`config.mk`:
```
export PLATFORM = sky130hd
export DESIGN_NAME = miss_path_top
export DESIGN_NICKNAME = d
export VERILOG_FILES = /design/src/source/miss_path_pkg.sv /design/src/source/tid_counter.sv /design/src/source/miss_fifo.sv /design/src/source/read_miss_handler.sv /design/src/source/rsp_queue.sv /design/src/source/miss_path_top.sv
export VERILOG_INCLUDE_DIRS = /design/src /design/src/source
export SDC_FILE = /design/constraint.sdc
export NUM_CORES = 1
export LEC_CHECK = 0
export BUFFER_PORTS_ARGS = -buffer_cell sky130_fd_sc_hd__buf_2
export CORE_MARGIN = 1.5
export CORE_UTILIZATION = 35
export DETAILED_ROUTE_END_ITERATION = 7
export GPL_TIMING_DRIVEN = 0
export SLEW_MARGIN = 20
export SYNTH_ARGS = -nofsm -noshare
export SYNTH_HDL_FRONTEND = slang
export SYNTH_SLANG_ARGS = --single-unit
```
`constraint.sdc`:
```
create_clock -name clk -period 9.8 [get_ports clk]
set_clock_uncertainty 0.1 [all_clocks]
set_input_delay 1.96 -clock clk [delete_from_list [all_inputs] [get_ports clk]]
set_output_delay 1.96 -clock clk [all_outputs]
set_load 0.02 [all_outputs]
```
`src/source/miss_path_defines.svh`:
```
`ifndef MISS_PATH_DEFINES_SVH
`define MISS_PATH_DEFINES_SVH

// ====================
// widths
// ====================
`define MP_ADDR_WIDTH 32
`define MP_DATA_WIDTH 64
`define MP_TID_WIDTH 3 // 8 ids.

// ====================
// depths
// ====================
`define MP_MAX_OUTSTANDING 8 // the whole tid space.
`define MP_RSP_DEPTH 4

`endif

```
`src/source/miss_path_pkg.sv`:
```
`include "miss_path_defines.svh"

package miss_path_pkg;

	// miss address from the core.
	typedef logic [`MP_ADDR_WIDTH-1:0] addr_t;

	// one word of returned memory data.
	typedef logic [`MP_DATA_WIDTH-1:0] data_t;

	// transaction id sent with the request and echoed back.
	typedef logic [`MP_TID_WIDTH-1:0] tid_t;

endpackage

```
`src/source/tid_counter.sv`:
```
`include "miss_path_defines.svh"

module tid_counter
	import miss_path_pkg::*;
(
	input  logic clk,
	input  logic rst_n,

	input  logic miss_i,
	input  logic drain_i,

	output tid_t alloc_tid_o,
	output logic busy_o
);

	localparam int CNT_W = $clog2(`MP_MAX_OUTSTANDING + 1);

	tid_t             tid_ptr;
	logic [CNT_W-1:0] out_cnt;

	// next free tid handed out in order.
	always_ff @(posedge clk) begin
		if (!rst_n) begin
			tid_ptr <= '0;
		end else if (miss_i) begin
			tid_ptr <= tid_ptr + tid_t'(1); // wraps with the tid space.
		end
	end

	// outstanding misses drop when a response drains.
	always_ff @(posedge clk) begin
		if (!rst_n) begin
			out_cnt <= '0;
		end else begin
			case ({miss_i, drain_i})
				2'b10:   out_cnt <= out_cnt + CNT_W'(1);
				2'b01:   out_cnt <= out_cnt - CNT_W'(1);
				default: out_cnt <= out_cnt; // none or both.
			endcase
		end
	end

	assign alloc_tid_o = tid_ptr;
	assign busy_o      = (out_cnt == CNT_W'(`MP_MAX_OUTSTANDING));

	// ====================
	// checks
	// ====================
	a_no_miss_when_busy: assert property (
		@(posedge clk) disable iff (!rst_n) miss_i |-> !busy_o
	) else $error("miss strobe while all tids are in flight");

	a_no_drain_when_idle: assert property (
		@(posedge clk) disable iff (!rst_n) drain_i |-> (out_cnt != '0)
	) else $error("response drained with no miss outstanding");

endmodule

```
`src/source/miss_fifo.sv`:
```
`include "miss_path_defines.svh"

module miss_fifo
	import miss_path_pkg::*;
(
	input  logic  clk,
	input  logic  rst_n,

	input  logic  push_i,
	input  addr_t push_addr_i,
	input  tid_t  push_tid_i,

	input  logic  pop_i,
	output logic  empty_o,
	output addr_t head_addr_o,
	output tid_t  head_tid_o,

	output logic  mem_req_o,
	output addr_t mem_req_addr_o,
	output tid_t  mem_req_tid_o
);

	localparam int DEPTH = `MP_MAX_OUTSTANDING;
	localparam int PTR_W = $clog2(DEPTH);
	localparam int CNT_W = $clog2(DEPTH + 1);

	addr_t            addr_mem [DEPTH];
	tid_t             tid_mem  [DEPTH];
	logic [PTR_W-1:0] wr_ptr;
	logic [PTR_W-1:0] rd_ptr;
	logic [CNT_W-1:0] count;
	logic             full;

	assign full    = (count == CNT_W'(DEPTH));
	assign empty_o = (count == '0);

	// ====================
	// pointers and count
	// ====================
	always_ff @(posedge clk) begin
		if (!rst_n) begin
			wr_ptr <= '0;
			rd_ptr <= '0;
			count  <= '0;
		end else begin
			if (push_i)
				wr_ptr <= (wr_ptr == PTR_W'(DEPTH - 1)) ? '0 : wr_ptr + PTR_W'(1);
			if (pop_i)
				rd_ptr <= (rd_ptr == PTR_W'(DEPTH - 1)) ? '0 : rd_ptr + PTR_W'(1);
			if (push_i && !pop_i)
				count <= count + CNT_W'(1);
			else if (pop_i && !push_i)
				count <= count - CNT_W'(1);
		end
	end

	always_ff @(posedge clk) begin
		if (push_i) begin
			addr_mem[wr_ptr] <= push_addr_i;
			tid_mem[wr_ptr]  <= push_tid_i;
		end
	end

	assign head_addr_o = addr_mem[rd_ptr];
	assign head_tid_o  = tid_mem[rd_ptr];

	// ====================
	// memory request
	// ====================
	always_ff @(posedge clk) begin
		if (!rst_n)
			mem_req_o <= 1'b0;
		else
			mem_req_o <= push_i; // one cycle behind the miss.
	end

	always_ff @(posedge clk) begin
		if (push_i) begin
			mem_req_addr_o <= push_addr_i;
			mem_req_tid_o  <= push_tid_i;
		end
	end

	a_no_pop_empty: assert property (
		@(posedge clk) disable iff (!rst_n) pop_i |-> !empty_o
	) else $error("miss queue popped while empty");

	a_no_push_full: assert property (
		@(posedge clk) disable iff (!rst_n) push_i |-> !full
	) else $error("miss queue pushed while full");

endmodule

```
`src/source/read_miss_handler.sv`:
```
module read_miss_handler
	import miss_path_pkg::*;
(
	input  logic  clk,
	input  logic  rst_n,

	// memory return.
	input  logic  valid_i,
	output logic  ready_o,
	input  data_t data_i,
	input  tid_t  rid_i,

	// miss queue head.
	input  logic  empty_i,
	input  addr_t head_addr_i,
	input  tid_t  head_tid_i,
	output logic  pop_o,

	// response queue write.
	input  logic  full_i,
	output logic  wr_en_o,
	output tid_t  wr_tid_o,
	output data_t wr_data_o,

	// fill to the arbiter.
	output logic  fill_valid_o,
	input  logic  fill_ready_i,
	output addr_t fill_addr_o,
	output data_t fill_data_o
);

	localparam logic [1:0] S_IDLE = 2'd0;
	localparam logic [1:0] S_FILL = 2'd1;
	localparam logic [1:0] S_WAIT = 2'd2; // response written and the queue may be full.

	logic [1:0] state;
	logic [1:0] state_n;
	logic       accept;
	addr_t      addr_q;
	tid_t       tid_q;
	data_t      data_q;

	// open again once the queue has room after a write.
	assign ready_o = (state == S_IDLE) || ((state == S_WAIT) && !full_i);
	assign accept  = valid_i && ready_o;
	assign pop_o   = accept;

	// ====================
	// state
	// ====================
	always_ff @(posedge clk) begin
		if (!rst_n)
			state <= S_IDLE;
		else
			state <= state_n;
	end

	always_comb begin
		state_n = state;
		wr_en_o = 1'b0;
		case (state)
			S_IDLE: begin
				if (accept)
					state_n = S_FILL;
			end
			S_FILL: begin
				if (fill_ready_i) begin
					wr_en_o = 1'b1; // same cycle as the fill transfer.
					state_n = S_WAIT;
				end
			end
			S_WAIT: begin
				if (accept)
					state_n = S_FILL;
				else if (!full_i)
					state_n = S_IDLE;
			end
			default: state_n = S_IDLE;
		endcase
	end

	// ====================
	// latched return
	// ====================
	always_ff @(posedge clk) begin
		if (accept) begin
			addr_q <= head_addr_i;
			tid_q  <= head_tid_i;
			data_q <= data_i;
		end
	end

	assign fill_valid_o = (state == S_FILL);
	assign fill_addr_o  = addr_q;
	assign fill_data_o  = data_q;
	assign wr_tid_o     = tid_q;
	assign wr_data_o    = data_q;

	a_return_has_miss: assert property (
		@(posedge clk) disable iff (!rst_n) valid_i |-> !empty_i
	) else $error("memory return with no queued miss");

	a_rid_in_order: assert property (
		@(posedge clk) disable iff (!rst_n) accept |-> (rid_i == head_tid_i)
	) else $error("memory return id does not match the oldest miss");

endmodule

```
`src/source/rsp_queue.sv`:
```
`include "miss_path_defines.svh"

module rsp_queue
	import miss_path_pkg::*;
(
	input  logic  clk,
	input  logic  rst_n,

	input  logic  wr_en_i,
	input  tid_t  wr_tid_i,
	input  data_t wr_data_i,
	output logic  full_o,

	output logic  rsp_valid_o,
	input  logic  rsp_ready_i,
	output tid_t  rsp_tid_o,
	output data_t rsp_data_o,

	output logic  drain_o
);

	localparam int DEPTH = `MP_RSP_DEPTH;
	localparam int PTR_W = $clog2(DEPTH);
	localparam int CNT_W = $clog2(DEPTH + 1);

	tid_t             tid_mem  [DEPTH];
	data_t            data_mem [DEPTH];
	logic [PTR_W-1:0] wr_ptr;
	logic [PTR_W-1:0] rd_ptr;
	logic [CNT_W-1:0] count;

	assign full_o      = (count == CNT_W'(DEPTH));
	assign rsp_valid_o = (count != '0);
	assign drain_o     = rsp_valid_o && rsp_ready_i;

	// ====================
	// occupancy
	// ====================
	always_ff @(posedge clk) begin
		if (!rst_n) begin
			wr_ptr <= '0;
			rd_ptr <= '0;
			count  <= '0;
		end else begin
			if (wr_en_i)
				wr_ptr <= (wr_ptr == PTR_W'(DEPTH - 1)) ? '0 : wr_ptr + PTR_W'(1);
			if (drain_o)
				rd_ptr <= (rd_ptr == PTR_W'(DEPTH - 1)) ? '0 : rd_ptr + PTR_W'(1);
			case ({wr_en_i, drain_o})
				2'b10:   count <= count + CNT_W'(1);
				2'b01:   count <= count - CNT_W'(1);
				default: count <= count;
			endcase
		end
	end

	// ====================
	// storage
	// ====================
	always_ff @(posedge clk) begin
		if (wr_en_i) begin
			tid_mem[wr_ptr]  <= wr_tid_i;
			data_mem[wr_ptr] <= wr_data_i;
		end
	end

	// head entry stays stable until it drains.
	assign rsp_tid_o  = tid_mem[rd_ptr];
	assign rsp_data_o = data_mem[rd_ptr];

	a_no_write_full: assert property (
		@(posedge clk) disable iff (!rst_n) wr_en_i |-> !full_o
	) else $error("response queue written while full");

endmodule

```
`src/source/miss_path_top.sv`:
```
module miss_path_top
	import miss_path_pkg::*;
(
	input  logic  clk,
	input  logic  rst_n,

	// miss request from the core.
	input  logic  miss_i,
	input  addr_t miss_addr_i,
	output logic  miss_busy_o,

	// memory request.
	output logic  mem_req_o,
	output addr_t mem_req_addr_o,
	output tid_t  mem_req_tid_o,

	// memory return.
	input  logic  mem_valid_i,
	output logic  mem_ready_o,
	input  data_t mem_data_i,
	input  tid_t  mem_rid_i,

	// fill to the arbiter.
	output logic  fill_valid_o,
	input  logic  fill_ready_i,
	output addr_t fill_addr_o,
	output data_t fill_data_o,

	// response to the core.
	output logic  rsp_valid_o,
	input  logic  rsp_ready_i,
	output tid_t  rsp_tid_o,
	output data_t rsp_data_o
);

	tid_t  alloc_tid;
	addr_t head_addr;
	tid_t  head_tid;
	logic  empty;
	logic  pop;
	logic  wr_en;
	tid_t  wr_tid;
	data_t wr_data;
	logic  full;
	logic  drain;

	tid_counter u_tid_counter (
		.clk         (clk),
		.rst_n       (rst_n),
		.miss_i      (miss_i),
		.drain_i     (drain),
		.alloc_tid_o (alloc_tid),
		.busy_o      (miss_busy_o)
	);

	miss_fifo u_miss_fifo (
		.clk            (clk),
		.rst_n          (rst_n),
		.push_i         (miss_i),
		.push_addr_i    (miss_addr_i),
		.push_tid_i     (alloc_tid),
		.pop_i          (pop),
		.empty_o        (empty),
		.head_addr_o    (head_addr),
		.head_tid_o     (head_tid),
		.mem_req_o      (mem_req_o),
		.mem_req_addr_o (mem_req_addr_o),
		.mem_req_tid_o  (mem_req_tid_o)
	);

	read_miss_handler u_read_miss_handler (
		.clk          (clk),
		.rst_n        (rst_n),
		.valid_i      (mem_valid_i),
		.ready_o      (mem_ready_o),
		.data_i       (mem_data_i),
		.rid_i        (mem_rid_i),
		.empty_i      (empty),
		.head_addr_i  (head_addr),
		.head_tid_i   (head_tid),
		.pop_o        (pop),
		.full_i       (full),
		.wr_en_o      (wr_en),
		.wr_tid_o     (wr_tid),
		.wr_data_o    (wr_data),
		.fill_valid_o (fill_valid_o),
		.fill_ready_i (fill_ready_i),
		.fill_addr_o  (fill_addr_o),
		.fill_data_o  (fill_data_o)
	);

	rsp_queue u_rsp_queue (
		.clk         (clk),
		.rst_n       (rst_n),
		.wr_en_i     (wr_en),
		.wr_tid_i    (wr_tid),
		.wr_data_i   (wr_data),
		.full_o      (full),
		.rsp_valid_o (rsp_valid_o),
		.rsp_ready_i (rsp_ready_i),
		.rsp_tid_o   (rsp_tid_o),
		.rsp_data_o  (rsp_data_o),
		.drain_o     (drain)
	);

endmodule

```
==> results.py <==
metrics = {
    "status": {
        "status": "finished clean",
    },
    "pwr": {
        "p_per_area_mw_per_mm2": 223,
        "p_sw_mw": 1.67,
        "switching_share_pct": 23.7,
        "p_seq_share_pct": 49.4,
        "p_total_mw": 7.04,
        "vdd_drop_max_v": 0.000155,
        "intPower_mw": 5.37,
        "pwr-share-clk_pct": 40.8,
        "combPwrFrac_pct": 9.8,
        "leakagePower_nw": 10.7,
    },
    "global_route": {
        "grt_max_degree": 38,
        "grt_usage_pct": 13.7,
        "antenna_found_initial": 0,
        "grt_overflow": 0,
        "first_global_vias": 12256,
        "grt_pass1_wl_mm": 76.9,
    },
    "placed_design": {
        "placed_cell_area_mm2": 0.0291,
        "pre_cts_slack_ps": 4290,
        "finalWeightedCongestion": 0.693,
        "dp_hpwl_mm": 33.8,
        "dp_cells": 2328,
        "io_buffers": 304,
    },
    "yosys": {
        "post-synth-top-area-cell": "edfxtp_1",
        "synth_cell_type_count": 37,
        "synth_fa_ha_area_share_pct": 0.758,
        "yosys.area_share.xor_xnor_pct": 0.238,
        "syn_nets": 1153,
        "ys_top_cells_by_area": "edfxtp_1 80%, mux4_1 7.0%, mux4_2 5.9%, dfxtp_1 1.9%, mux2_2 1.6%",
        "synth_edf_count": 682,
        "synth-seq-area-share_pct": 81.4,
        "ys_warn_count": 0,
        "synth_top_family_by_area": "multiplexers",
        "synthFlopType": "edfxtp_1",
        "synth_mux_area_share_pct": 14.8,
        "synthSimpleGateAreaFrac_pct": 1.26,
        "synth.most_common_cell": "edfxtp_1",
        "syn_inst": 1033,
        "syn_area_mm2": 0.0258,
        "avgSynthCellArea_um2": 24.9,
        "synthArstFlopShare_pct": 0,
        "synth_top_area_share_pct": 79.5,
        "synth_compound_area_share_pct": 0.486,
        "ys_ff_latch": 707,
        "synth.top_cells.by_count": "682 x edfxtp_1, 69 x mux4_1, 68 x mux4_2",
    },
    "die": {
        "pin_count": 308,
        "coreArea_mm2": 0.0730,
        "core.rowCount": 99,
        "dieArea_mm2": 0.0752,
        "die_h_um": 274,
        "dieWidth_um": 274,
        "initial_core_util_pct": 35.3,
    },
    "critical_path": {
        "rrSetupSlack_ps": 7240,
        "required_ps": 10030,
        "cp_max_fo": 36,
        "end_kind": "flip-flop",
        "r2r_end": "u_tid_counter.out_cnt[2]$_SDFFE_PN0P_",
        "timing.rr.start": "u_rsp_queue.count[2]$_SDFFE_PN0P_",
        "arrival_ps": 5000,
        "cp-startpoint": "miss_i",
        "reg2regPathDepth": 10,
        "crit_end": "u_miss_fifo.addr_mem[4][8]$_DFFE_PP_",
        "cp-start-kind": "input port",
        "setup.worst_path.class": "input port to flip-flop",
    },
    "sta": {
        "hold-worst-slack_ps": 370,
        "final_max_slew_viol_count": 0,
        "slew_headroom_pct": 31.6,
        "setup_viol": 0,
        "fin_crit_ps": 4760,
        "rsz0062_at_grt": "no",
        "setup_slack_ps": 5040,
        "hold_viol": 0,
        "worst_slew_pin_slew_ps": 1030,
        "tns_ps": 0,
        "fmax_ghz": 0.210,
        "finalCritPeriodShare_pct": 48.6,
    },
    "detailed_routing": {
        "ant_nets": 0,
        "wire_per_inst_um": 21.0,
        "drt_iter0_markers": 903,
        "drt_first_pass_iters": 5,
        "viasPerCell": 4.79,
        "vias": 11852,
        "drcViolationCount": 0,
        "wirelength_mm": 52.1,
    },
    "finish": {
        "drive_above_1_share_pct": 38.8,
        "syn_to_final_growth_pct": 22.7,
        "antennaDiodeCount": 0,
        "design_area_mm2": 0.0316,
        "nets": 1569,
        "instances_no_fill": 2473,
        "utilization_pct": 43.3,
    },
    "clock_network": {
        "clock_latency_ps": 620,
        "ctsHoldBuffers": 0,
        "post-cts-setup-buffers": 0,
        "cts_made_buffers": 78,
        "cts.sinks": 707,
        "cts_resized": 0,
        "cts_root_buf": "clkbuf_16",
        "clkTransAtPathRegs_ps": 60,
        "cts_tree": "done",
        "clk_path_buf_depth": 3,
        "cts_max_level": 3,
    },
    "min_path": {
        "holdPathStages": 2,
        "holdCritPathClass": "flip-flop to flip-flop",
    },
    "run": {
        "max_cap_violations": 0,
    },
}
==> layout by cell type (no fill, tap or decap), types with 6 or more instances in the layout <==
cell	synthesis	final
nor2b_1	8	8
ha_1	14	14
mux2_2	36	36
buf_4	3	9
bufinv_16	0	6
clkbuf_16	0	78
a21boi_0	6	6
clkinvlp_4	0	6
mux2i_1	7	7
dfxtp_1	25	25
buf_1	6	6
buf_16	0	6
clkinv_2	0	15
mux4_2	68	68
buf_12	0	7
nand2_1	11	11
clkinv_1	0	16
mux4_1	69	69
clkbuf_1	14	27
buf_2	7	311
buf_6	8	20
and2_1	8	8
edfxtp_1	682	682
nor2_4	0	6
nand2b_1	6	6
inv_1	8	8
==> logic make-up (layout without fill, tap and decap cells) <==
logic type               count (synthesis)  in the layout
flip-flops                             707            707
buffers and inverters                   46            527
XOR/XNOR                                 7              7
AND/OR/NAND/NOR                         60             60
multiplexers                           180            180
AO/OA/AOI/OAI                           18             18
adder cells (fa/ha/maj)                 15             15
==> power groups by stage <==
stage	Combinational, mW	Clock [mW]	Sequential, mW
2_1_floorplan	0.399	0	3.58
3_3_place_gp	0.678	0	3.55
3_5_place_dp	0.706	0	3.54
4_1_cts	0.709	2.95	3.48
5_1_grt	0.745	3.05	3.49
6_report	0.689	2.87	3.48
==> layout make-up <==
class	count	area [um2]
fillers	6262	41300
clock inverters	54	548
well taps	959	1200
plain buffers	38	223
inverters	8	30.0
clock buffers	91	2000
multi-input cells	280	4610
flip-flops and latches	707	21000
repair buffers	336	2020
==> registers in the layout, indices dropped and copies added, names as in the netlist, named ones only <==
signal	count
u_miss_fifo.addr_mem	256
u_miss_fifo.mem_req_addr_o	32
u_miss_fifo.mem_req_o	1
u_miss_fifo.mem_req_tid_o	3
u_miss_fifo.rd_ptr	3
u_miss_fifo.tid_mem	24
u_miss_fifo.wr_ptr	3
u_read_miss_handler.fill_addr_o	32
u_read_miss_handler.fill_data_o	64
u_read_miss_handler.state	2
u_read_miss_handler.wr_tid_o	3
u_rsp_queue.count	3
u_rsp_queue.data_mem	256
u_rsp_queue.rd_ptr	2
u_rsp_queue.tid_mem	12
u_rsp_queue.wr_ptr	2
u_tid_counter.alloc_tid_o	3
u_tid_counter.out_cnt	4
==> worst max-delay path, cell delays in order <==
cell and delay, ps:
buf_2 760, clkbuf_1 450, nand2_1 320, nor3_2 700, buf_6 240, buf_4 200
buf_6 160, buf_6 140
==> metal layers <==
layer  up-vias  track usage [%]  routed length (um)
li1       5251                -                   -
met1      6171             17.6               21900
met2       335             23.0               25900
met3        95             3.43                3150
met4         0             4.27                1160
met5         -                0                   0
==> worst min path at each step <==
stage | from | endpoint | slack [ps]
after global placement | u_tid_counter.out_cnt[3]$_SDFFE_PN0P_ | u_tid_counter.out_cnt[3]$_SDFFE_PN0P_ | 360
after floorplan | u_tid_counter.out_cnt[3]$_SDFFE_PN0P_ | u_tid_counter.out_cnt[3]$_SDFFE_PN0P_ | 340
after CTS | u_tid_counter.out_cnt[3]$_SDFFE_PN0P_ | u_tid_counter.out_cnt[3]$_SDFFE_PN0P_ | 380
final | u_tid_counter.out_cnt[3]$_SDFFE_PN0P_ | u_tid_counter.out_cnt[3]$_SDFFE_PN0P_ | 370
after detailed placement | u_tid_counter.out_cnt[3]$_SDFFE_PN0P_ | u_tid_counter.out_cnt[3]$_SDFFE_PN0P_ | 360
after global routing | u_read_miss_handler.wr_tid_o[1]$_DFFE_PP_ | u_rsp_queue.tid_mem[3][1]$_DFFE_PP_ | 440
(Power assumes the default switching activity.)
